==> src/verilog/soc_cfg.svh <==
`ifndef SOC_CFG_SVH
`define SOC_CFG_SVH

////////////////////////////////////////////////////////////////////////////
// Bus
////////////////////////////////////////////////////////////////////////////

`define SOC_DATA_W    32            // Data and address width.

////////////////////////////////////////////////////////////////////////////
// Address map
////////////////////////////////////////////////////////////////////////////

`define SOC_MEM_BASE  32'h0000_0000
`define SOC_MEM_AW    10            // Word address bits, 1024 words.

`define SOC_LED_BASE  32'hC000_0000
`define SOC_LED_AW    2             // Four word registers, 16 bytes.

// Returned on reads that hit no slave.
`define SOC_BAD_DATA  32'hBAD0_ADD5

`endif
==> src/verilog/bus_pkg.sv <==
`default_nettype none

`include "soc_cfg.svh"

package bus_pkg;

  // One bus word, used for address and data.
  typedef logic [`SOC_DATA_W-1:0] bus_word_t;

  // Target of a host request.
  typedef enum logic [1:0] {
    SEL_MEM  = 2'd0,
    SEL_LED  = 2'd1,
    SEL_NONE = 2'd2
  } slave_sel_e;

endpackage

`default_nettype wire

==> src/verilog/bus_if.sv <==
`timescale 1ns/1ns
`default_nettype none

interface bus_if;

  logic                req;
  logic                write;
  bus_pkg::bus_word_t  addr;
  bus_pkg::bus_word_t  wdata;
  logic                ack;   // One cycle pulse per transfer.
  bus_pkg::bus_word_t  rdata; // Valid with ack on reads.

  modport master (
    output req, write, addr, wdata,
    input  ack, rdata
  );

  modport slave (
    input  req, write, addr, wdata,
    output ack, rdata
  );

endinterface

`default_nettype wire

==> src/verilog/bus_decoder.sv <==
`timescale 1ns/1ns
`default_nettype none

`include "soc_cfg.svh"

module bus_decoder (
  input  logic  clk,
  input  logic  rst,
  bus_if.slave  host,
  bus_if.master mem,
  bus_if.master led
);

  localparam int                 dw       = `SOC_DATA_W;
  localparam int                 mem_lsb  = `SOC_MEM_AW + 2;
  localparam int                 led_lsb  = `SOC_LED_AW + 2;
  localparam bus_pkg::bus_word_t mem_base = `SOC_MEM_BASE;
  localparam bus_pkg::bus_word_t led_base = `SOC_LED_BASE;
  localparam bus_pkg::bus_word_t bad_data = `SOC_BAD_DATA;

  bus_pkg::slave_sel_e sel;
  logic                err_ack;

  // Address decode.
  always_comb
  begin
    if (host.addr[dw-1:mem_lsb] == mem_base[dw-1:mem_lsb])
      sel = bus_pkg::SEL_MEM;
    else if (host.addr[dw-1:led_lsb] == led_base[dw-1:led_lsb])
      sel = bus_pkg::SEL_LED;
    else
      sel = bus_pkg::SEL_NONE;
  end

  // Only the selected slave sees req.
  assign mem.req   = host.req && (sel == bus_pkg::SEL_MEM);
  assign mem.write = host.write;
  assign mem.addr  = host.addr;
  assign mem.wdata = host.wdata;

  assign led.req   = host.req && (sel == bus_pkg::SEL_LED);
  assign led.write = host.write;
  assign led.addr  = host.addr;
  assign led.wdata = host.wdata;

  // Unmapped accesses get their own one cycle ack.
  always_ff @(posedge clk)
  begin
    if (rst)
      err_ack <= 1'b0;
    else
      err_ack <= host.req && (sel == bus_pkg::SEL_NONE) && !err_ack;
  end

  always_comb
  begin
    case (sel)
      bus_pkg::SEL_MEM:
      begin
        host.ack   = mem.ack;
        host.rdata = mem.rdata;
      end
      bus_pkg::SEL_LED:
      begin
        host.ack   = led.ack;
        host.rdata = led.rdata;
      end
      default:
      begin
        host.ack   = err_ack;
        host.rdata = bad_data;
      end
    endcase
  end

endmodule

`default_nettype wire

==> src/flat_wrapper.sv <==
// flat-port wrapper written by rule: the top's interface ports become plain ports
module bus_decoder_flat 
  (clk, rst, host_req, host_write, host_addr, host_wdata, host_ack, host_rdata, mem_req, mem_write, mem_addr, mem_wdata, mem_ack, mem_rdata, led_req, led_write, led_addr, led_wdata, led_ack, led_rdata);
  bus_if host_i ();
  bus_if mem_i ();
  bus_if led_i ();
  input  logic clk;
  input  logic rst;
  input wire logic [$bits(host_i.req)-1:0] host_req;
  input wire logic [$bits(host_i.write)-1:0] host_write;
  input wire logic [$bits(host_i.addr)-1:0] host_addr;
  input wire logic [$bits(host_i.wdata)-1:0] host_wdata;
  output wire logic [$bits(host_i.ack)-1:0] host_ack;
  output wire logic [$bits(host_i.rdata)-1:0] host_rdata;
  output wire logic [$bits(mem_i.req)-1:0] mem_req;
  output wire logic [$bits(mem_i.write)-1:0] mem_write;
  output wire logic [$bits(mem_i.addr)-1:0] mem_addr;
  output wire logic [$bits(mem_i.wdata)-1:0] mem_wdata;
  input wire logic [$bits(mem_i.ack)-1:0] mem_ack;
  input wire logic [$bits(mem_i.rdata)-1:0] mem_rdata;
  output wire logic [$bits(led_i.req)-1:0] led_req;
  output wire logic [$bits(led_i.write)-1:0] led_write;
  output wire logic [$bits(led_i.addr)-1:0] led_addr;
  output wire logic [$bits(led_i.wdata)-1:0] led_wdata;
  input wire logic [$bits(led_i.ack)-1:0] led_ack;
  input wire logic [$bits(led_i.rdata)-1:0] led_rdata;
  assign host_i.req = host_req;
  assign host_i.write = host_write;
  assign host_i.addr = host_addr;
  assign host_i.wdata = host_wdata;
  assign host_ack = host_i.ack;
  assign host_rdata = host_i.rdata;
  assign mem_req = mem_i.req;
  assign mem_write = mem_i.write;
  assign mem_addr = mem_i.addr;
  assign mem_wdata = mem_i.wdata;
  assign mem_i.ack = mem_ack;
  assign mem_i.rdata = mem_rdata;
  assign led_req = led_i.req;
  assign led_write = led_i.write;
  assign led_addr = led_i.addr;
  assign led_wdata = led_i.wdata;
  assign led_i.ack = led_ack;
  assign led_i.rdata = led_rdata;
  bus_decoder u_core (.clk(clk), .rst(rst), .host(host_i), .mem(mem_i), .led(led_i));
endmodule
==> config.mk <==
export PLATFORM = sky130hd
export DESIGN_NAME = bus_decoder_flat
export DESIGN_NICKNAME = d
export VERILOG_FILES = /design/src/verilog/bus_pkg.sv /design/src/verilog/bus_if.sv /design/src/verilog/bus_decoder.sv /design/src/flat_wrapper.sv
export VERILOG_INCLUDE_DIRS = /design/src /design/src/verilog
export SDC_FILE = /design/constraint.sdc
export NUM_CORES = 1
export LEC_CHECK = 0
export BUFFER_PORTS_ARGS = -buffer_cell sky130_fd_sc_hd__buf_4
export CAP_MARGIN = 20
export CORE_AREA = 4 4 114 116
export DETAILED_ROUTE_END_ITERATION = 6
export DIE_AREA = 0 0 118 120
export GPL_TIMING_DRIVEN = 0
export PLACE_DENSITY_LB_ADDON = 0.2
export SYNTH_ARGS = -nofsm -noshare
export SYNTH_HDL_FRONTEND = slang
export SYNTH_SLANG_ARGS = --single-unit
==> constraint.sdc <==
create_clock -name clk -period 2 [get_ports clk]
set_input_delay 0.1 -clock clk [delete_from_list [all_inputs] [get_ports clk]]
set_output_delay 0.1 -clock clk [all_outputs]
set_load 0.01 [all_outputs]
==> run summary <==
================================================================================
Netlist area before placement ..................................... 0.00150 sq mm
Placeable core area ............................................... 0.0119 sq mm
Post-layout net count .............................................          601
Syn avg cell area .................................................   7.72 sq um
Post-detailed-placement half-perimeter wirelength .................      6.89 mm
F_max .............................................................    0.489 GHz
Proportion of power drawn by combinational gates ..................        96.7%
Shortest clock period the worst path allows after layout ..........      2.04 ns
Yosys reg bits ....................................................            1
Worst hold-check path type ........................................ input port to flip-flop
Detail Route Antenna Nets .........................................            0
Outcome ........................................................... complete, but fails checks
Worst setup margin ................................................   -0.0431 ns
Violated checks ................................................... setup timing
Via density .......................................................         3.56
Overall die area .................................................. 0.0142 sq mm
Largest register FFs ..............................................            1
Number of antenna violations at the first check in global routing .            0
Critical Path RT ..................................................      1.90 ns
Highest-delay cell along the critical path ........................        or4_4
Final worst path period share .....................................         102%
Critical Path Fanout Max ..........................................            5
Average wire per cell in the routed design ........................ 12.5 microns
Combined buffer and inverter count along the critical path ........            3
Seq/Total Area, Yosys .............................................        1.34%
Chip Width ........................................................  118 microns
Buffers on Ports ..................................................          261
Maximum number of pins on one net before global-route repair ......           11
Area growth syn-to-layout .........................................         159%
Highest routed layer ..............................................         met4
Total non-filler cell area in the finished layout ................. 0.00387 sq mm
Starting density of the core ......................................        12.6%
Wirelength, routed ................................................      7.67 mm
Number of pins exceeding their max-slew limit in the final report .            0
Area after DPL .................................................... 0.00364 sq mm
Worst EP arrival ..................................................      1.94 ns
Kind of critical path ............................................. input port to output port
Height of the chip ................................................  120 microns
First-pass iteration count of the detailed router .................            4
DRC violation count after routing .................................            0
Reg clk slew, reported paths ......................................         0 ns
Clk_lat worst skew ................................................         0 ns
Total global routing overflow .....................................            0
Final core occ ....................................................        32.5%
Wire length on met2 ...............................................      4.55 mm
Max-cap violation count ...........................................            0
Count of placed standard cells including taps .....................          602
Sum of negative setup slack .......................................    -0.262 ns
Number of global-route vias before repair .........................        2,266
Non-filler cells in the finished layout ...........................          612
CP peak stage delay ...............................................      0.54 ns
Endpoints failing setup ...........................................           15
Fraction of power consumed by the clock network ...................           0%
Switching Fraction ................................................        30.8%
Relative slew margins .............................................        79.9%
Largest regs ...................................................... u_core.err_ack: 1 flops
Net count of the mapped netlist ...................................          328
Setup skew after layout ...........................................         0 ns
Ratio of cells with drive above 1 in the final layout .............        89.7%
Via count .........................................................        2,177
Wire length of the first global-routing pass ......................      11.4 mm
List of cells traversed by the critical path ...................... buf_6 -> or4_4 -> nand2b_4 -> or4_4 -> buf_8 -> o22a_1 -> buf_6
Gp weighted congestion ............................................        0.723
Total met3 wirelength after detailed routing ......................  859 microns
Total Power Consumption ...........................................     0.681 mW
Unrepaired setup endpoints after global routing ...................          yes
Net load switching power ..........................................     0.210 mW
All-Layer GR Usage ................................................        9.56%
Largest delay share family, worst path ............................ simple AND/OR/NAND/NOR gates
Worst-Margin Slew .................................................     0.299 ns
Register ranked first by flip-flop count .......................... u_core.err_ack
First DRT Iteration DRCs ..........................................           25
Static leakage ....................................................      2.16 nW
Top-level port count ..............................................          299
Kind of start point of the critical path ..........................   input port
M1 wire length ....................................................      2.23 mm
Worst-case vdd ir drop ............................................    0.0702 mV
Critical path endpoint category ...................................  output port
Number of rows in the core area ...................................           40
Flop pwr share ....................................................         3.3%
Number of distinct library cells after synthesis ..................           20
Internal power component ..........................................     0.471 mW
Hold Vio Cnt, Final ...............................................            0
Gate count of the mapped netlist ..................................          194
Synth Warn # ......................................................            0
Number of diodes ..................................................            0
Power density of the placed cells .................................  176 mW/mm^2
================================================================================
through the flow:
step           setup WS (ns)  hold slack (ns)
6_report             -0.0431            0.353
3_3_place_gp          -0.475            0.349
2_1_floorplan          0.218            0.218
5_1_grt              -0.0928            0.381
3_5_place_dp          -0.549            0.346
4_1_cts               -0.109            0.350
tightest hold or removal path, cell delays in order:
cell     delay, ns
buf_4         0.08
nor2_1        0.03
nand2_1       0.05
nor3_1        0.04
cells by family (layout without fill, tap and decap cells):
| kind of cell | Yosys count | after routing | synth area share (%) |
|---|---|---|---|
| compound gates | 33 | 33 | 19.2 |
| buf+inv | 136 | 407 | 68.4 |
| simple gates | 24 | 24 | 11.0 |
| flops | 1 | 1 | 1.34 |
final timing paths:
| path | startpoint | end | slack, ns | depth (start not counted) |
|---|---|---|---|---|
| max | host_addr[28] | host_rdata[25] | -0.04 | 7 |
| min reg2reg | u_core.err_ack | u_core.err_ack | 0.52 | 3 |
| min | rst | u_core.err_ack | 0.35 | 4 |
| max reg2reg | u_core.err_ack | u_core.err_ack | 1.35 | 3 |
synthesized netlist by cell type (all sizes together):
cell,n,area [sq um]
and2,2,12.5
or2,1,6.26
nand2,5,18.8
nor4,6,50.0
a22oi,1,7.51
o22a,18,158
a22o,14,123
nand2b,1,13.8
dfxtp,1,20.0
buf,136,1020
nor3,1,5.00
nor2,3,11.3
and4bb,1,12.5
nand3,1,5.00
or4,3,30.0
placed cells by master (no fill, tap or decap), drive strengths merged, types with 2 or more instances in the layout:
cell and instances:
a22o 14, and2 2, buf 407, nand2 5, nor2 3, nor4 6
o22a 18, or4 3
power by group through the flow:
stage / Sequential (mW) / Combinational (mW) / Clock (mW)
floorplan: 0.0219 / 0.280 / 0
global placement: 0.0220 / 0.652 / 0
detailed placement: 0.0221 / 0.655 / 0
CTS: 0.0223 / 0.663 / 0
global route: 0.0225 / 0.705 / 0
finish: 0.0223 / 0.659 / 0
metal layers:
metal	track usage (%)	vias up
met2	21.3	151
met3	2.78	2
met5	0	-
met4	0.293	0
li1	-	1080
met1	8.68	944
what timing repair did:
action | 4_1_cts | 5_1_grt
pin swaps | 10 | 5
hold buffers | 0 | 0
resized for setup | 22 | 13
endpoints found under the setup margin | 36 | 19
setup buffers | 10 | 1
cloned | 1 | 0
final cells by class:
type                            count  area [sq um]
Buffer                            134          1010
Fill cell                        1262          8040
Multi-Input combinational cell     57           494
Sequential cell                     1          20.0
Tap cell                          147           184
Timing Repair Buffer              273          2160
No activity file was read; power rests on OpenSTA's default activity.
