[config.mk]
export PLATFORM = sky130hd
export DESIGN_NAME = led_driver
export DESIGN_NICKNAME = d
export VERILOG_FILES = /design/src/verilog/led_pkg.sv /design/src/verilog/led_driver.sv
export SDC_FILE = /design/constraint.sdc
export NUM_CORES = 1
export LEC_CHECK = 0
export ABC_CLOCK_PERIOD_IN_PS = 3250
export BUFFER_PORTS_ARGS = -buffer_cell sky130_fd_sc_hd__buf_4
export CAP_MARGIN = 20
export CORE_AREA = 2 2 74 76
export DETAILED_ROUTE_END_ITERATION = 8
export DIE_AREA = 0 0 76 78
export GPL_TIMING_DRIVEN = 0
export HOLD_SLACK_MARGIN = 0.12
export PLACE_DENSITY_LB_ADDON = 0.3
export SETUP_SLACK_MARGIN = 0.1
export SLEW_MARGIN = 15
export SYNTH_ARGS = -nofsm -noshare
export SYNTH_HDL_FRONTEND = slang
export SYNTH_SLANG_ARGS = --single-unit
[constraint.sdc]
create_clock -name clk -period 3.25 [get_ports clk]
set_clock_uncertainty 0.1 [all_clocks]
set_input_delay 0.65 -clock clk [delete_from_list [all_inputs] [get_ports clk]]
set_output_delay 0.65 -clock clk [all_outputs]
set_load 0.03 [all_outputs]
[src/verilog/led_pkg.sv]
`default_nettype none

package led_pkg;

  // Operating mode, held in the control register.
  typedef enum logic [1:0] {
    MODE_STATIC = 2'd0,
    MODE_BLINK  = 2'd1,
    MODE_SHIFT  = 2'd2
  } led_mode_e;

  // Register index from address bits [3:2].
  typedef enum logic [1:0] {
    REG_CTRL    = 2'd0,
    REG_PATTERN = 2'd1,
    REG_PERIOD  = 2'd2,
    REG_STATUS  = 2'd3
  } led_reg_e;

endpackage

`default_nettype wire

[src/verilog/led_driver.sv]
`timescale 1ns/1ns
`default_nettype none

module led_driver (
  input  logic               clk,
  input  logic               rst,
  input  led_pkg::led_mode_e mode,
  input  logic [7:0]         pattern,
  input  logic [15:0]        period,
  output logic [7:0]         led
);

  logic [15:0]        cnt;
  logic               tick;
  led_pkg::led_mode_e prev_mode;
  logic               mode_change;

  assign tick        = (cnt >= period);  // Also catches a lowered period.
  assign mode_change = (mode != prev_mode);

  ////////////////////////////////////////////////////////////////////////////
  // Tick counter, one tick every period+1 cycles
  ////////////////////////////////////////////////////////////////////////////

  always_ff @(posedge clk)
  begin
    if (rst)
    begin
      cnt       <= '0;
      prev_mode <= led_pkg::MODE_STATIC;
    end
    else
    begin
      prev_mode <= mode;
      if (mode_change || tick)
        cnt <= '0; // Restart on a new mode.
      else
        cnt <= cnt + 16'd1;
    end
  end

  ////////////////////////////////////////////////////////////////////////////
  // Pattern output
  ////////////////////////////////////////////////////////////////////////////

  always_ff @(posedge clk)
  begin
    if (rst)
      led <= '0;
    else
    begin
      case (mode)
        led_pkg::MODE_BLINK:
        begin
          if (tick)
            led <= (led == pattern) ? 8'h00 : pattern;
        end
        led_pkg::MODE_SHIFT:
        begin
          if (mode_change)
            led <= pattern;              // Load on entry.
          else if (tick)
            led <= {led[6:0], led[7]};   // Rotate left.
        end
        default:
          led <= pattern;
      endcase
    end
  end

endmodule

`default_nettype wire

==> results of run 1 <==
[cell usage after synthesis (2+ instances only)]
library cell   n
a21o_1         2
a21oi_1        2
a311oi_2       8
a31oi_1        2
and3_1         3
and4_1         2
buf_6          2
dfxtp_1       26
ha_1          19
inv_1         22
nand2_1       13
nand3_1        5
nand4_1        6
nor2_1        19
nor3_1         2
nor4_1        10
o21ai_0       10
or3_1          3
xnor2_1        8
xor2_1        16
[power breakdown]
group | switching [mW] | internal (mW)
Sequential | 0.0139 | 0.330
Clock | 0.104 | 0.108
Combinational | 0.0790 | 0.0725
Total | 0.196 | 0.511
[cell families after synthesis]
| kind of cell | synth area share (%) |
|---|---|
| buffers and inverters | 7.03 |
| adder cells (fa/ha/maj) | 13.8 |
| flip-flops | 30.1 |
| AO/OA/AOI/OAI | 17.0 |
| AND/OR/NAND/NOR | 19.9 |
| XOR/XNOR | 12.2 |
[per-stage QoR]
step	hold slack (ns)	setup slack [ns]	util, %
global placement	0.355	0.278	41.2
detailed placement	0.364	0.282	41.2
global route	0.412	0.398	42.3
finish	0.374	0.581	42.3
floorplan	0.326	0.662	-
CTS	0.387	0.572	42.3
[critical path, stage by stage]
cell       delay (ns)
buf_4            0.08
inv_1            0.03
ha_1             0.30
nand4_1          0.18
or3_4            0.46
a2111oi_4        0.49
or3_1            0.19
buf_4            0.14
buf_6            0.14
nor2_1           0.05
[metal layers]
metal | share of wire, % | GRT usage, %
met3 | 4.5 | 2.21
met4 | 0.97 | 3.64
met5 | 0 | 0
met1 | 45 | 15.6
met2 | 49 | 23.0
[state kept, by name, summed over array words and instances (netlist names)]
name	flops
prev_mode	2
led	8
cnt	16
[area by class of cell]
cell class | instances | share of cell area, %
timing repair buffer | 35 | 12.3
multi-input combinational | 141 | 50.9
clock buffer | 4 | 2.58
sequential | 26 | 24.4
inverter | 22 | 3.87
tap | 70 | 4.11
buffer | 5 | 1.82
[how the worst min path moves through the flow]
stage	from	to	depth (start not counted)
final	cnt[0]$_SDFF_PP0_	cnt[0]$_SDFF_PP0_	1
after global routing	cnt[0]$_SDFF_PP0_	cnt[0]$_SDFF_PP0_	1
after CTS	cnt[0]$_SDFF_PP0_	cnt[0]$_SDFF_PP0_	1
after detailed placement	cnt[0]$_SDFF_PP0_	cnt[0]$_SDFF_PP0_	1
after global placement	cnt[0]$_SDFF_PP0_	cnt[0]$_SDFF_PP0_	1
after floorplan	cnt[0]$_SDFF_PP0_	cnt[0]$_SDFF_PP0_	1
==> impl_metrics.json, run 1 <==
{
  "synth.yosys.warnings": 0,
  "fin_setup_tns_ns": 0,
  "post-route-period-util_pct": 82.1,
  "drive_above_1_share_pct": 24.0,
  "drt_iter0_drc": 36,
  "max_freq_mhz": 375,
  "grt_pass1_vias": 1449,
  "clock-sinks": 26,
  "dpl.hpwl_um": 2950,
  "syn_nets": 241,
  "worstRegToRegCells": 8,
  "peakVddDrop_uv": 182,
  "r2r_end": "cnt[3]$_SDFF_PP0_",
  "gr-total-overflow": 0,
  "root_buffer": "clkbuf_8",
  "cts_resized": 0,
  "r2r-start": "cnt[13]$_SDFF_PP0_",
  "cp-start-kind": "input pin",
  "syn_avg_cell_area_um2": 8.90,
  "critical_path.endpoint": "cnt[3]$_SDFF_PP0_",
  "gp_congestion": 0.835,
  "grt_max_degree": 15,
  "setup_violations": 0,
  "wl_per_cell_um": 12.3,
  "synth-main-ff-cell": "dfxtp_1",
  "relSlewSlack_pct": 38.9,
  "initial_core_util_pct": 34.2,
  "slew_violations": 0,
  "critPathMaxFanout": 10,
  "period_minus_slack_ns": 2.67,
  "numCtsBuffers": 3,
  "final_nets": 281,
  "multi_input_area_mm2": 0.00108,
  "finalHoldViolCount": 0,
  "layout_commonest_cell": "buf_4",
  "grt_pass1_wl_um": 6330,
  "ios": 36,
  "hold_class": "reg2reg",
  "dr_total_vias": 1462,
  "synth_cells": 194,
  "critPathKind": "in2reg",
  "ys_top_cells_by_area": "dfxtp_1 30%, ha_1 14%, xor2_1 8.1%",
  "diodes": 0,
  "drc": 0,
  "status": "complete, no violations",
  "antenna_left": 0,
  "io_buffer_count": 35,
  "dp.cells": 299,
  "clk_pin_slew_worst_paths_ns": 0.09,
  "syn_area_mm2": 0.00173,
  "r2r_slack_ns": 0.71,
  "placed_cell_area_mm2": 0.00208,
  "fp.dieW_um": 76,
  "firstDrtPassIters": 4,
  "yosys.area.top_type": "dfxtp_1",
  "n_fill_cell": 506,
  "die_y_um": 78,
  "htreeDepth": 1,
  "cts_tree": "yes",
  "arrival_ns": 2.74,
  "rsz0062_at_grt": "false",
  "syn_to_final_growth_pct": 23.5,
  "critical_path.startpoint": "period[13]",
  "drv_cap": 0,
  "yosysSeqAreaShare_pct": 30.1,
  "endpoint_kind": "flip-flop",
  "synth_cell_types": 34,
  "final_cell_mix": "36 x buf_4, 26 x dfxtp_1, 22 x inv_1, 19 x nor2_1, 19 x ha_1",
  "antenna_found_initial": 0,
  "postLayoutCellArea_mm2": 0.00213,
  "fp.coreArea_mm2": 0.00504,
  "rows": 26,
  "synth_top_area_share_pct": 30.1,
  "viasPerCell": 4.83,
  "synth_seq_cells": 26,
  "wirelength_um": 3720,
  "grt_usage_pct": 12.8,
  "tightestPinTransition_ns": 0.915,
  "synth_edf_count": 0,
  "cts_setup_buffers": 0,
  "fin_cells": 303,
  "crit_required_ns": 3.32,
  "dieArea_mm2": 0.00593,
  "synthArstFlopShare_pct": 0,
  "clock_latency_ns": 0.27,
  "power_mw": 0.708,
  "holdBufCountCts": 0,
  "seqCellArea_um2": 520,
  "leakage_nw": 0.928,
  "power_density_mw_per_mm2": 332,
  "cts_max_path_buffers": 2
}
No activity file was read; power rests on OpenSTA's default activity.
==> run 2, diff against run 1 <==
--- a/config.mk
+++ b/config.mk
@@ -5,12 +5,13 @@
 export SDC_FILE = /design/constraint.sdc
 export NUM_CORES = 1
 export LEC_CHECK = 0
-export ABC_CLOCK_PERIOD_IN_PS = 3250
+export ABC_AREA = 1
+export ABC_CLOCK_PERIOD_IN_PS = 2720
 export BUFFER_PORTS_ARGS = -buffer_cell sky130_fd_sc_hd__buf_4
 export CAP_MARGIN = 20
-export CORE_AREA = 2 2 74 76
+export CORE_AREA = 2 2 78 80
 export DETAILED_ROUTE_END_ITERATION = 8
-export DIE_AREA = 0 0 76 78
+export DIE_AREA = 0 0 80 82
 export GPL_TIMING_DRIVEN = 0
 export HOLD_SLACK_MARGIN = 0.12
 export PLACE_DENSITY_LB_ADDON = 0.3
==> constraint.sdc (replaced) <==
create_clock -name clk -period 2.72 [get_ports clk]
set_clock_uncertainty 0.1 [all_clocks]
set_input_delay 0.544 -clock clk [delete_from_list [all_inputs] [get_ports clk]]
set_output_delay 0.544 -clock clk [all_outputs]
set_load 0.03 [all_outputs]
==> impl_metrics.json, run 2 <==
{
  "worst_slack_ns": 0.774,
  "finalHoldViolCount": 0,
  "synth_cells": 277,
  "sw_frac_of_total_pct": 28.8,
  "drv_cap": 0,
  "ys_top_cells_by_area": "dfxtp_1 27%, nand2_1 17%, ha_1 12%",
  "final_cell_mix": "86 x nand2_1, 40 x inv_1, 35 x buf_4, 32 x nor2_1, 26 x dfxtp_1",
  "grt.met3_usage_pct": 2.86,
  "dpl.hpwl_um": 2960,
  "rsz0062_at_grt": "false",
  "ios": 36,
  "syn_to_final_growth_pct": 21.3,
  "grt.met1_usage_pct": 14.4,
  "max_freq_mhz": 514,
  "viasPerCell": 4.39,
  "fin_setup_tns_ns": 0,
  "syn_avg_cell_area_um2": 6.98,
  "synth-main-ff-cell": "dfxtp_1",
  "synth_seq_cells": 26,
  "initial_core_util_pct": 33.6,
  "clk_pin_slew_worst_paths_ns": 0.09,
  "p_sw_mw": 0.248,
  "tightestPinTransition_ns": 0.365,
  "gp_congestion": 0.763,
  "r2r_slack_ns": 0.77,
  "dp.cells": 387,
  "gr-total-overflow": 0,
  "dieArea_mm2": 0.00656,
  "htreeDepth": 1,
  "pwr-share-comb_pct": 23.2,
  "drive_above_1_share_pct": 20.6,
  "wirelength_um": 3630,
  "largest_reg_flops": 16,
  "syn_nets": 324,
  "cp_slowest_cell": "dfxtp_1",
  "p_int_mw": 0.612,
  "endpoint_kind": "flip-flop",
  "period_minus_slack_ns": 1.95,
  "reg_top3": "cnt: 16 flops, led: 8 flops, prev_mode: 2 flops",
  "yosysSeqAreaShare_pct": 26.9,
  "drc": 0,
  "r2r_end": "cnt[7]$_SDFF_PP0_",
  "path_cells": "ha_1 -> a21oi_1 -> o21ai_1 -> a21oi_4 -> nand4_4 -> buf_12 -> nor2_4",
  "yosys.area.top_type": "dfxtp_1",
  "worstRegToRegCells": 7,
  "numCtsBuffers": 3,
  "critPathKind": "reg2reg",
  "fin_cells": 391,
  "holdWs_ns": 0.332,
  "dr_total_vias": 1716,
  "cp-start-kind": "flip-flop",
  "wl_per_cell_um": 9.29,
  "post-route-period-util_pct": 71.5,
  "power_density_mw_per_mm2": 367,
  "setup_violations": 0,
  "synth_cell_types": 28,
  "grt_busiest_layer": "met2",
  "firstDrtPassIters": 4,
  "hold_class": "in2reg",
  "cpPeakStageDelay_ns": 0.42,
  "synthArstFlopShare_pct": 0,
  "critPathMaxFanout": 10,
  "slew_violations": 0,
  "cts_max_path_buffers": 2,
  "clock_power_share_pct": 29.2,
  "drt_iter0_drc": 58,
  "synth.yosys.warnings": 0,
  "final_nets": 364,
  "synth_most_common_cell": "nand2_1",
  "crit_required_ns": 2.84,
  "clock_latency_ns": 0.27,
  "status": "complete, no violations",
  "fp.dieW_um": 80,
  "syn_area_mm2": 0.00193,
  "relSlewSlack_pct": 75.6,
  "root_buffer": "clkbuf_8",
  "diodes": 0,
  "leakage_nw": 1.12,
  "grt_pass1_wl_um": 6540,
  "rows": 28,
  "largest_register": "cnt",
  "holdBufCountCts": 0,
  "hold_end": "prev_mode[0]$_SDFF_PP0_",
  "cts_tree": "yes",
  "clock-sinks": 26,
  "grt_max_degree": 15,
  "layout_commonest_cell": "nand2_1",
  "antenna_left": 0,
  "synth_common_cells": "86 x nand2_1, 40 x inv_1, 32 x nor2_1",
  "p_seq_share_pct": 47.6,
  "arrival_ns": 2.06,
  "grt_usage_pct": 12.3,
  "hp-start": "rst",
  "use_met2_pct": 22.7,
  "power_mw": 0.859,
  "synth_edf_count": 0,
  "antenna_found_initial": 0,
  "die_y_um": 82,
  "post-place-ws_ns": 0.472,
  "cts_setup_buffers": 0,
  "synth_top_area_share_pct": 26.9,
  "hold_depth": 2,
  "r2r-start": "cnt[9]$_SDFF_PP0_",
  "peakVddDrop_uv": 183,
  "io_buffer_count": 35,
  "grt_pass1_vias": 1626,
  "cts_resized": 0,
  "fp.coreArea_mm2": 0.00575
}
[run 2: changes by cell type after synthesis, moves of 11 or more]
cell,delta
nor2_4,+11
nand2_1,+73
xor2_1,-12
inv_1,+18
nor2_1,+13
[run 2: stage by stage]
stage,cell area (um^2),utilization [%]
final,2340,40.8
after floorplan,1930,-
after global placement,2290,39.9
after detailed placement,2290,39.9
after CTS,2340,40.8
after global routing,2340,40.8
[run 2: worst max-delay path by stage]
| stage | from | end | slack [ns] |
|---|---|---|---|
| final | cnt[9]$_SDFF_PP0_ | cnt[7]$_SDFF_PP0_ | 0.77 |
| after global routing | cnt[7]$_SDFF_PP0_ | cnt[9]$_SDFF_PP0_ | 0.59 |
| after CTS | cnt[7]$_SDFF_PP0_ | cnt[7]$_SDFF_PP0_ | 0.74 |
| after detailed placement | period[7] | cnt[7]$_SDFF_PP0_ | 0.47 |
| after global placement | period[7] | cnt[9]$_SDFF_PP0_ | 0.47 |
| after floorplan | period[15] | cnt[6]$_SDFF_PP0_ | 0.76 |
[run 2: cell type report]
type / count / area [um^2]
Tap cell: 75 / 93.8
Timing Repair Buffer: 35 / 263
Clock buffer: 4 / 55.1
Multi-Input combinational cell: 207 / 1230
Fill cell: 636 / 3400
Inverter: 43 / 161
Sequential cell: 26 / 520
Buffer: 1 / 20.0
[run 2: layer usage]
layer | vias to the layer above | routed length, um
li1 | 938 | -
met1 | 746 | 1610
met2 | 28 | 1800
met3 | 4 | 190
met4 | 0 | 34
met5 | - | 0
[run 2: logic make-up after synthesis]
family / after synthesis / synth area share (%)
flops: 26 / 26.9
buf+inv: 44 / 9.38
fa+ha+maj: 19 / 12.3
simple gates: 156 / 39.3
compound gates: 17 / 5.31
xor+xnor: 15 / 6.80
[run 2: critical path, delay by kind of cell (launching register included)]
kind	cells	cell delay, ns
AO/OA/AOI/OAI	3	0.59
flip-flops	1	0.42
AND/OR/NAND/NOR	2	0.29
adder cells (fa/ha/maj)	1	0.27
buffers and inverters	1	0.22
[run 2: power groups by stage]
stage	clock network (mW)	logic, mW	registers (mW)
2_1_floorplan	0	0.110	0.438
3_3_place_gp	0	0.200	0.419
3_5_place_dp	0	0.203	0.418
4_1_cts	0.262	0.203	0.410
5_1_grt	0.281	0.225	0.413
6_report	0.251	0.199	0.409
