File: src/verilog/soc_cfg.svh
`ifndef SOC_CFG_SVH
`define SOC_CFG_SVH

////////////////////////////////////////////////////////////////////////////
// Bus
////////////////////////////////////////////////////////////////////////////

`define SOC_DATA_W    32            // Data and address width.

////////////////////////////////////////////////////////////////////////////
// Address map
////////////////////////////////////////////////////////////////////////////

`define SOC_MEM_BASE  32'h0000_0000
`define SOC_MEM_AW    10            // Word address bits, 1024 words.

`define SOC_LED_BASE  32'hC000_0000
`define SOC_LED_AW    2             // Four word registers, 16 bytes.

// Returned on reads that hit no slave.
`define SOC_BAD_DATA  32'hBAD0_ADD5

`endif
File: src/verilog/led_pkg.sv
`default_nettype none

package led_pkg;

  // Operating mode, held in the control register.
  typedef enum logic [1:0] {
    MODE_STATIC = 2'd0,
    MODE_BLINK  = 2'd1,
    MODE_SHIFT  = 2'd2
  } led_mode_e;

  // Register index from address bits [3:2].
  typedef enum logic [1:0] {
    REG_CTRL    = 2'd0,
    REG_PATTERN = 2'd1,
    REG_PERIOD  = 2'd2,
    REG_STATUS  = 2'd3
  } led_reg_e;

endpackage

`default_nettype wire

File: src/verilog/bus_pkg.sv
`default_nettype none

`include "soc_cfg.svh"

package bus_pkg;

  // One bus word, used for address and data.
  typedef logic [`SOC_DATA_W-1:0] bus_word_t;

  // Target of a host request.
  typedef enum logic [1:0] {
    SEL_MEM  = 2'd0,
    SEL_LED  = 2'd1,
    SEL_NONE = 2'd2
  } slave_sel_e;

endpackage

`default_nettype wire

File: src/verilog/bus_if.sv
`timescale 1ns/1ns
`default_nettype none

interface bus_if;

  logic                req;
  logic                write;
  bus_pkg::bus_word_t  addr;
  bus_pkg::bus_word_t  wdata;
  logic                ack;   // One cycle pulse per transfer.
  bus_pkg::bus_word_t  rdata; // Valid with ack on reads.

  modport master (
    output req, write, addr, wdata,
    input  ack, rdata
  );

  modport slave (
    input  req, write, addr, wdata,
    output ack, rdata
  );

endinterface

`default_nettype wire

File: src/verilog/led_regs.sv
`timescale 1ns/1ns
`default_nettype none

`include "soc_cfg.svh"

module led_regs (
  input  logic               clk,
  input  logic               rst,
  bus_if.slave               bus,
  output led_pkg::led_mode_e mode,
  output logic [7:0]         pattern,
  output logic [15:0]        period,
  input  logic [7:0]         led
);

  led_pkg::led_reg_e  reg_idx;
  bus_pkg::bus_word_t read_word;
  logic               access;

  assign reg_idx = led_pkg::led_reg_e'(bus.addr[`SOC_LED_AW+1:2]);
  assign access  = bus.req && !bus.ack;

  // Read mux, zero extended to the bus width.
  always_comb
  begin
    case (reg_idx)
      led_pkg::REG_CTRL:    read_word = bus_pkg::bus_word_t'(mode);
      led_pkg::REG_PATTERN: read_word = bus_pkg::bus_word_t'(pattern);
      led_pkg::REG_PERIOD:  read_word = bus_pkg::bus_word_t'(period);
      default:              read_word = bus_pkg::bus_word_t'(led); // Live status.
    endcase
  end

  ////////////////////////////////////////////////////////////////////////////
  // Control registers
  ////////////////////////////////////////////////////////////////////////////

  always_ff @(posedge clk)
  begin
    if (rst)
    begin
      bus.ack <= 1'b0;
      mode    <= led_pkg::MODE_STATIC;
      pattern <= '0;
      period  <= '0;
    end
    else
    begin
      bus.ack <= access;
      if (access && bus.write)
      begin
        case (reg_idx)
          led_pkg::REG_CTRL:    mode    <= led_pkg::led_mode_e'(bus.wdata[1:0]);
          led_pkg::REG_PATTERN: pattern <= bus.wdata[7:0];
          led_pkg::REG_PERIOD:  period  <= bus.wdata[15:0];
          default:              ; // Status is read only.
        endcase
      end
    end
  end

  always_ff @(posedge clk)
  begin
    if (access)
      bus.rdata <= read_word;
  end

endmodule

`default_nettype wire

File: src/flat_wrapper.sv
// flat-port wrapper written by rule: the top's interface ports become plain ports
module led_regs_flat 
  (clk, rst, mode, pattern, period, led, bus_req, bus_write, bus_addr, bus_wdata, bus_ack, bus_rdata);
  bus_if bus_i ();
  input  logic clk;
  input  logic rst;
  output led_pkg::led_mode_e mode;
  output logic [7:0] pattern;
  output logic [15:0] period;
  input  logic [7:0] led;
  input wire logic [$bits(bus_i.req)-1:0] bus_req;
  input wire logic [$bits(bus_i.write)-1:0] bus_write;
  input wire logic [$bits(bus_i.addr)-1:0] bus_addr;
  input wire logic [$bits(bus_i.wdata)-1:0] bus_wdata;
  output wire logic [$bits(bus_i.ack)-1:0] bus_ack;
  output wire logic [$bits(bus_i.rdata)-1:0] bus_rdata;
  assign bus_i.req = bus_req;
  assign bus_i.write = bus_write;
  assign bus_i.addr = bus_addr;
  assign bus_i.wdata = bus_wdata;
  assign bus_ack = bus_i.ack;
  assign bus_rdata = bus_i.rdata;
  led_regs u_core (.clk(clk), .rst(rst), .bus(bus_i), .mode(mode), .pattern(pattern), .period(period), .led(led));
endmodule
File: config.mk
export PLATFORM = sky130hd
export DESIGN_NAME = led_regs_flat
export DESIGN_NICKNAME = d
export VERILOG_FILES = /design/src/verilog/led_pkg.sv /design/src/verilog/bus_pkg.sv /design/src/verilog/bus_if.sv /design/src/verilog/led_regs.sv /design/src/flat_wrapper.sv
export VERILOG_INCLUDE_DIRS = /design/src /design/src/verilog
export SDC_FILE = /design/constraint.sdc
export NUM_CORES = 1
export LEC_CHECK = 0
export BUFFER_PORTS_ARGS = -buffer_cell sky130_fd_sc_hd__buf_2
export CAP_MARGIN = 20
export CORE_MARGIN = 2
export CORE_UTILIZATION = 40
export DETAILED_ROUTE_END_ITERATION = 7
export GPL_TIMING_DRIVEN = 0
export HOLD_SLACK_MARGIN = 0.06
export PLACE_DENSITY = 0.87
export SLEW_MARGIN = 5
export SYNTH_ARGS = -nofsm -noshare
export SYNTH_HDL_FRONTEND = slang
export SYNTH_SLANG_ARGS = --single-unit
File: constraint.sdc
create_clock -name clk -period 2.25 [get_ports clk]
set_input_delay 0.3375 -clock clk [delete_from_list [all_inputs] [get_ports clk]]
set_output_delay 0.3375 -clock clk [all_outputs]
set_load 0.03 [all_outputs]
==> impl_metrics.tcl, run 1 <==
set metrics [dict create \
    die_h_um 75.5 \
    postRouteAntennaNets 0 \
    fp.coreArea_um2 5010 \
    seq_area_frac_synth_pct 49.9 \
    cts-root-buf "clkbuf_8" \
    drv_cap 0 \
    switching_share_pct 26.9 \
    cts_post_setup_buffers_inserted 0 \
    place.gp.congestion 0.792 \
    finalCriticalPeriod_ns 1.38 \
    p_switching_uw 437 \
    grt_pass1_wl_mm 6.07 \
    clockPowerShare_pct 31.6 \
    fin_crit_sh_pct 61.3 \
    endpoint_kind "register" \
    numClockSinks 43 \
    hold_class "in -> reg" \
    ys_types 25 \
    path_delay_family "simple AND/OR/NAND/NOR gates" \
    via_per_inst 4.41 \
    tns_ns 0 \
    grt_max_degree 18 \
    dp_slack_ns 0.739 \
    finalNonFillerCells 339 \
    synthesis.area_um2 2050 \
    worst_pin_slew_ns 0.851 \
    setup_slack_ns 0.871 \
    path_clk_slew_ns 0.08 \
    outcome "finished, final reports clean" \
    diodes 0 \
    layout_commonest_cell "buf_2" \
    nets 344 \
    hpwl_mm 3.29 \
    hold-worst-slack_ns 0.292 \
    avgSynthCellArea_um2 11.8 \
    intPower_mw 1.19 \
    first_iter_violations 70 \
    fin_area_um2 2650 \
    portBuffers 72 \
    io_pins 135 \
    worstPathCellList "nor2b_2" \
    ys_ff_latch 43 \
    vdd_ir_drop_max_uv 249 \
    final_max_slew_viol_count 0 \
    wl_per_cell_um 12.5 \
    max_freq_mhz 725 \
    drc_errors 0 \
    drtPass1Iterations 4 \
    htree_levels 2 \
    p_leak_nw 1.29 \
    critPathMaxFanout 17 \
    die_w_um 75.5 \
    timing.critical_path.buf_inv 0 \
    p_total_mw 1.63 \
    overflow 0 \
    finalSetupViolations 0 \
    clk_latency_ns 0.29 \
    antenna_found_initial 0 \
    die-area_um2 5700 \
    clockBufferDepth 2 \
    dpl_cell_area_um2 2550 \
    dp.cells 331 \
    slew_headroom_pct 43.0 \
    start_util_pct 40.8 \
    drive_gt1_share_pct 45.7 \
    vias 1495 \
    cp-start-kind "register" \
    cp_slowest_cell "nor2b_2" \
    grt_use_total_pct 14.4 \
    area_growth_pct 29.5 \
    grt_pass1_vias 1249 \
    postCtsHoldBufs 0 \
    rsz0062_at_grt "no" \
    cpPeakStageDelay_ns 0.68 \
    power_frac_seq_pct 51.9 \
    worst_clock_skew_ns 0.0104 \
    cts_tree "done" \
    pwr-share-comb_pct 16.5 \
    hold_viol 0 \
    criticalPathCategory "reg -> reg" \
    syn_inst 174 \
    fin_util_pct 52.9 \
    wl_mm 4.23 \
    cp.arrival_ns 1.30 \
    ys_warn_count 0 \
    cts_buffers 5 \
    cts_resized 0 \
    fp-row-count 26 \
    cp.required_ns 2.17 \
    power.density_nw_per_um2 613 \
    final_cell_mix "buf_2, dfxtp_1, nand2b_1, mux2i_1" \
]
Yosys cell counts:
library cell  count  share of area, %
a21bo_1           4               2.0
a21bo_2           4               2.0
a21oi_1           7               1.7
a21oi_2           1              0.43
a22o_1            6               2.6
and2_1            9               2.8
and2_4            1              0.43
and3b_1           1              0.43
buf_2             3              0.73
buf_4            16               5.9
buf_6             7               3.9
clkbuf_1          3              0.55
conb_1            1              0.18
dfxtp_1          27                26
edfxtp_1         16                23
mux2_2            6               3.3
mux2i_1          18               8.8
mux4_2            2               2.2
nand2_1           2              0.37
nand2_2           1              0.31
nand2b_1         26               8.0
nand3_1           8               2.0
nor2_1            1              0.18
nor2b_1           3              0.92
nor2b_4           1              0.67
worst paths after layout:
check | startpoint | endpoint | slack (ns) | cells past startpoint
setup / recovery | u_core.bus.ack | u_core.bus.rdata[12] | 0.87 | 1
hold / removal | bus_wdata[11] | u_core.period[11] | 0.29 | 3
setup reg to reg | u_core.bus.ack | u_core.bus.rdata[12] | 0.87 | 1
hold reg to reg | u_core.period[4] | u_core.period[4] | 0.50 | 2
tightest hold or removal path, cell delays in order:
cell and delay [ns]:
buf_2 0.10, nand3_1 0.06, a21oi_1 0.05
power groups by stage:
stage	clock network (mW)	registers [mW]	logic (mW)
CTS	0.530	0.844	0.269
detailed placement	0	0.862	0.269
global route	0.565	0.847	0.288
finish	0.513	0.843	0.269
global placement	0	0.861	0.266
floorplan	0	0.915	0.145
state kept, by name, indices dropped and copies added (netlist names):
register	flops
u_core.bus.rdata	16
u_core.mode	2
u_core.bus.ack	1
u_core.period	16
u_core.pattern	8
cell type report:
| cell class | instances | area, um2 |
|---|---|---|
| clock buffer | 6 | 82.6 |
| multi-input combinational | 117 | 858 |
| tap | 70 | 87.6 |
| buffer | 29 | 225 |
| timing repair buffer | 72 | 360 |
| clock inverter | 2 | 15.0 |
| sequential | 43 | 1020 |
| fill | 475 | 2360 |
per-layer routing:
layer	track usage (%)	up-vias	share of wire (%)
li1	-	752	-
met5	0	-	0
met1	19.2	695	45
met4	5.46	0	1.7
met3	3.97	6	4.6
met2	22.5	42	49
cells by family (layout without fill, tap and decap cells):
| family | after synthesis | after routing | share of synthesized area (%) |
|---|---|---|---|
| muxes | 26 | 26 | 14.3 |
| buffers and inverters | 29 | 109 | 11.0 |
| AOI/OAI and AO/OA | 22 | 22 | 8.62 |
| other | 1 | 16 | 0.183 |
| and+or+nand+nor | 53 | 53 | 16.0 |
| DFF | 43 | 43 | 49.9 |
Power figures use the tool's default switching activity.
==> run 2, diff against run 1 <==
- CORE_UTILIZATION: 40 -> 38
- clock period: 2.25 -> 1.15 ns (I/O delays scaled with it)
==> run 2 against run 1 <==
Compared with the run above: the run now ends with negative setup slack left; global-route usage is 1.1 points higher; sequential power is 96% higher; sequential share of layout area is 1.5 points lower; die area is 5.0% higher; clock-buffer cell count is 1 higher; fmax is 15% higher; hold slack worse by 0.16 ns; power is 100% higher; critical path type unchanged; critical endpoint is now u_core.period[15]; highest routed layer unchanged.
==> impl_metrics.tcl, run 2 (synthesis gave the netlist of run 1 again) <==
set metrics [dict create \
    outcome "finished, violations left" \
    violations "negative setup slack" \
    cts_tree "done" \
    overflow 0 \
    finalCriticalPeriod_ns 1.20 \
    hold_start "bus_wdata[14]" \
    critPathMaxFanout 6 \
    start_util_pct 39.8 \
    io_pins 135 \
    intPower_mw 2.41 \
    first_iter_violations 55 \
    cpPeakStageDelay_ns 0.34 \
    fp-row-count 26 \
    pwr-share-comb_pct 17.5 \
    grt_max_degree 14 \
    cts_buffers 5 \
    wl_mm 4.66 \
    area_growth_pct 35.2 \
    nets 347 \
    vias 1530 \
    numClockSinks 43 \
    final_max_slew_viol_count 0 \
    drive_gt1_share_pct 50.7 \
    wl_per_cell_um 13.6 \
    grt_use_total_pct 15.6 \
    die_w_um 77.4 \
    power_frac_seq_pct 50.2 \
    grt_pass1_wl_mm 7.21 \
    dpl_cell_area_um2 2560 \
    hold_viol 0 \
    final_cell_mix "buf_2, nand2b_1, dfxtp_1, mux2i_1, buf_4" \
    finalSetupViolations 13 \
    portBuffers 72 \
    fin_area_um2 2770 \
    fp.coreArea_um2 5140 \
    die-area_um2 5990 \
    reg_top3 "u_core.bus.rdata: 16 flops, u_core.period: 16 flops, u_core.pattern: 8 flops" \
    nFillCells 478 \
    multi_input_area_um2 913 \
    timing.critical_path.buf_inv 2 \
    cp-start-kind "register" \
    cts-root-buf "clkbuf_8" \
    reg2reg_slack_ns -0.05 \
    p_leak_nw 1.34 \
    fin_util_pct 53.8 \
    r2r_end "u_core.period[15]" \
    postCtsHoldBufs 0 \
    die_h_um 77.4 \
    endpoint_kind "register" \
    drv_cap 0 \
    dp.cells 331 \
    grt_pass1_vias 1473 \
    criticalPathCategory "reg -> reg" \
    via_per_inst 4.47 \
    clockPowerShare_pct 32.3 \
    clockBufferDepth 2 \
    worst_pin_slew_ns 0.626 \
    power.density_nw_per_um2 1190 \
    setup_slack_ns -0.0481 \
    hpwl_mm 3.36 \
    r2r_cells 5 \
    cp.arrival_ns 1.43 \
    slew_headroom_pct 58.3 \
    vdd_ir_drop_max_uv 527 \
    drtPass1Iterations 4 \
    diodes 0 \
    switching_share_pct 26.7 \
    timing.hold.worst_path_depth 3 \
    path_clk_slew_ns 0.08 \
    clk_latency_ns 0.29 \
    max_freq_mhz 835 \
    seq_area_um2 1020 \
    antenna_found_initial 0 \
    hold_class "in -> reg" \
    htree_levels 2 \
    place.gp.congestion 0.763 \
    finalNonFillerCells 342 \
    layout_commonest_cell "buf_2" \
    path_delay_family "simple AND/OR/NAND/NOR gates" \
    hold_path_end "u_core.period[14]" \
    postRouteAntennaNets 0 \
    worstPathCellList "and3b_2 -> buf_6 -> clkbuf_16 -> nand3_1 -> a21oi_2" \
    fin_crit_sh_pct 104 \
    dp_slack_ns -0.126 \
    rsz0062_at_grt "yes" \
    p_total_mw 3.29 \
    worst_clock_skew_ns 0.00604 \
    r2r_start "u_core.bus.ack" \
    drc_errors 0 \
    cp.required_ns 1.38 \
    cp_slowest_cell "dfxtp_4" \
    p_switching_uw 877 \
]
==> run 2: power by group through the flow <==
stage | logic [mW] | clock network [mW] | registers, mW
2_1_floorplan | 0.286 | 0 | 1.79
3_3_place_gp | 0.530 | 0 | 1.68
3_5_place_dp | 0.535 | 0 | 1.69
4_1_cts | 0.554 | 1.08 | 1.65
5_1_grt | 0.616 | 1.14 | 1.65
6_report | 0.576 | 1.06 | 1.65
==> run 2: repair_timing <==
item / in CTS / in global routing
gates resized for setup: 4 / 9
cloned: 1 / 1
pin swaps: 1 / 8
setup buffers: 2 / 1
setup endpoints to repair: 32 / 21
==> run 2: worst reg2reg max path, stage by stage (launching register included) <==
cell and delay [ns]:
dfxtp_4 0.34, and3b_2 0.28, buf_6 0.16, clkbuf_16 0.15, nand3_1 0.09, a21oi_2 0.13
==> run 2: layout make-up <==
class,count,share of cell area (%)
clock buffer,7,3.48
tap,70,3.17
timing repair buffer,77,15.4
clock inverter,1,0.226
sequential,43,37.0
multi-input combinational,117,33.0
buffer,27,7.69
==> run 2: how the worst max path moves through the flow <==
stage / from / endpoint / cells after the start
detailed placement: u_core.bus.ack / u_core.mode[0] / 5
CTS: u_core.bus.ack / u_core.mode[0] / 5
finish: u_core.bus.ack / u_core.period[15] / 5
global route: u_core.bus.ack / u_core.period[15] / 5
floorplan: u_core.bus.ack / u_core.period[15] / 5
global placement: u_core.bus.ack / u_core.mode[0] / 5
==> run 2: stage by stage <==
| step | TNS (ns) | hold slack [ns] |
|---|---|---|
| floorplan | -0.0909 | 0.320 |
| global placement | -2.42 | 0.430 |
| detailed placement | -3.21 | 0.433 |
| CTS | -0.683 | 0.116 |
| global route | -1.20 | 0.134 |
| finish | -0.353 | 0.127 |
==> run 2: layer usage <==
metal / GRT usage, % / wire (um) / share of wire (%) / up-vias
met5: 0 / 0 / 0 / -
met4: 5.89 / 73 / 1.6 / 0
met1: 19.3 / 2040 / 44 / 711
met2: 26.0 / 2240 / 48 / 58
li1: - / - / - / 755
met3: 3.95 / 300 / 6.4 / 6
==> run 3, diff against run 2 <==
- ABC_AREA: default -> 1
- CORE_UTILIZATION: 38 -> 37
- PLACE_DENSITY: 0.87 -> 0.86
==> run 3 against run 2 <==
Compared with the run above: the run still ends with negative setup slack left; wire length is 1.7% higher; via count is 19% higher; critical endpoint is now u_core.period[4]; fmax is 3.1% higher; global-route usage is 0.58 points lower; highest routed layer unchanged.
==> impl_metrics.tcl, run 3 <==
set metrics [dict create \
    finalSetupViolations 3 \
    hold_path_end "u_core.bus.rdata[2]" \
    cts_tree "done" \
    criticalPathCategory "reg -> reg" \
    rsz0062_at_grt "yes" \
    multi_input_area_um2 758 \
    layout_commonest_cell "buf_2" \
    drc_errors 0 \
    hold_viol 0 \
    place.gp.congestion 0.829 \
    hold_class "in -> reg" \
    synth_top_area_share_pct 27.4 \
    path_clk_slew_ns 0.08 \
    synthMostInstantiatedCell "nand2_1" \
    violations "negative setup slack" \
    ys.flop_type "dfxtp_1" \
    p_leak_nw 1.39 \
    wl_per_cell_um 11.1 \
    netlist_top_cells_area "dfxtp_1, edfxtp_1, nand2_1" \
    hold-worst-slack_ns 0.171 \
    r2r_start "u_core.bus.ack" \
    synth_common_cells "nand2_1, nor2_1, inv_1" \
    overflow 0 \
    start_util_pct 38.4 \
    r2r_cells 7 \
    cp.required_ns 1.35 \
    ys_ff_latch 43 \
    grt_use_total_pct 15.0 \
    vdd_ir_drop_max_uv 511 \
    final_max_slew_viol_count 0 \
    fin_crit_sh_pct 101 \
    io_pins 135 \
    fp.coreArea_um2 5140 \
    seq_area_um2 1020 \
    synthesis.area_um2 1970 \
    grt_pass1_wl_mm 7.14 \
    drtPass1Iterations 4 \
    final_cell_mix "buf_2, nand2_1, nor2_1, inv_1, dfxtp_1" \
    die-area_um2 5940 \
    syn_inst 255 \
    htree_levels 2 \
    via_per_inst 4.28 \
    cp.arrival_ns 1.36 \
    area_growth_pct 35.9 \
    reg2reg_slack_ns -0.01 \
    cpPeakStageDelay_ns 0.37 \
    finalCriticalPeriod_ns 1.16 \
    ys_warn_count 0 \
    grt_pass1_vias 1645 \
    critPathMaxFanout 6 \
    reg_top3 "u_core.bus.rdata: 16 flops, u_core.period: 16 flops, u_core.pattern: 8 flops" \
    cts-root-buf "clkbuf_8" \
    hpwl_mm 3.44 \
    yosysTopAreaCell "dfxtp_1" \
    power.density_nw_per_um2 1200 \
    crit_top_cell "nand2_1" \
    endpoint_kind "register" \
    setup_slack_ns -0.0123 \
    p_total_mw 3.22 \
    seq_area_frac_synth_pct 51.7 \
    synthArstFlopShare_pct 0 \
    clk_latency_ns 0.30 \
    portBuffers 72 \
    die_h_um 77.1 \
    worst_clock_skew_ns 0.00867 \
    vias 1827 \
    fp-row-count 26 \
    timing.hold.worst_path_depth 3 \
    grt_max_degree 17 \
    die_w_um 77.1 \
    postRouteAntennaNets 0 \
    worstPathCellList "inv_4 -> nand3_4 -> nor2_4 -> buf_6 -> nand2_1 -> nand2_1 -> nor2_1" \
    clockBufferDepth 2 \
    avgSynthCellArea_um2 7.74 \
    fin_area_um2 2680 \
    cp-start-kind "register" \
    nFillCells 481 \
    wl_mm 4.73 \
    hold_start "led[2]" \
    synth_edf_count 16 \
    max_freq_mhz 860 \
    crit_start "u_core.bus.ack" \
    antenna_found_initial 0 \
    cp_slowest_cell "dfxtp_4" \
    drv_cap 0 \
    numClockSinks 43 \
    r2r_end "u_core.period[4]" \
    ys_types 19 \
    first_iter_violations 88 \
    dpl_cell_area_um2 2490 \
    diodes 0 \
    outcome "finished, violations left" \
    nets 432 \
    cts_buffers 5 \
    drive_gt1_share_pct 37.5 \
]
==> run 3: cell count changes in the layout (fill, tap and decap cells not counted), sizes merged, moves of 4 or more <==
| cell | previous run | this run |
|---|---|---|
| a21bo | 8 | 0 |
| a21oi | 8 | 0 |
| a22o | 6 | 0 |
| and2 | 10 | 0 |
| inv | 1 | 32 |
| mux2 | 6 | 0 |
| mux2i | 18 | 0 |
| nand2 | 3 | 82 |
| nand2b | 26 | 0 |
| nor2 | 1 | 64 |
| nor2b | 4 | 0 |
==> run 3: stage by stage <==
stage / TNS (ns) / util, % / setup WS, ns / std cells
after detailed placement: -0.107 / 48.4 / -0.0419 / 412
after global routing: -0.983 / 52.2 / -0.0812 / 427
after floorplan: 0 / - / 0.0291 / 270
after global placement: -0.0195 / 48.4 / -0.0112 / 412
final: -0.0266 / 52.2 / -0.0123 / 427
after CTS: 0 / 50.9 / 0.00301 / 425
==> run 3: what timing repair did <==
item / in CTS / in global routing
gates resized for setup: 1 / 23
pin swaps: 2 / 5
endpoints found under the hold margin: 1 / 0
hold buffers: 1 / 0
setup endpoints to repair: 14 / 23
buffers inserted: 3 / 0
cloned: 1 / 2
==> run 3: how the worst max path moves through the flow <==
stage / to / slack (ns)
after floorplan: u_core.pattern[5] / 0.03
after global placement: u_core.pattern[5] / -0.01
after detailed placement: u_core.pattern[5] / -0.04
after CTS: u_core.period[9] / 0.003
after global routing: u_core.period[2] / -0.08
final: u_core.period[4] / -0.01
==> run 3: logic make-up after synthesis <==
logic type             Yosys count  share of synthesized area, %
and+or+nand+nor                156                          33.1
buffers and inverters           55                          15.0
other                            1                         0.190
DFF                             43                          51.7
==> run 3: layout make-up <==
class | instances | share of cell area [%]
repair buffers | 79 | 15.8
plain buffers | 22 | 6.44
clock inverters | 1 | 0.140
well taps | 70 | 3.26
inverters | 33 | 4.71
flip-flops and latches | 43 | 38.2
clock buffers | 7 | 3.22
multi-input cells | 172 | 28.3
==> run 3: worst max-delay path, delay by kind of cell, from the launching register on <==
kind	cells	cell delay (ns)
flops	1	0.37
simple gates	5	0.46
buf+inv	2	0.22
==> run 3: metal layers <==
layer | routed length [um] | track usage (%) | vias up
li1 | - | - | 929
met1 | 1760 | 16.0 | 790
met2 | 2370 | 26.8 | 88
met3 | 453 | 4.71 | 20
met4 | 146 | 6.96 | 0
met5 | 0 | 0 | -
==> run 3: where the power goes <==
group	total, mW	internal [mW]	switching (mW)	leakage [nW]
Sequential	1.68	1.64	0.0365	0.380
Clock	0.959	0.481	0.478	0.0459
Combinational	0.580	0.191	0.389	0.961
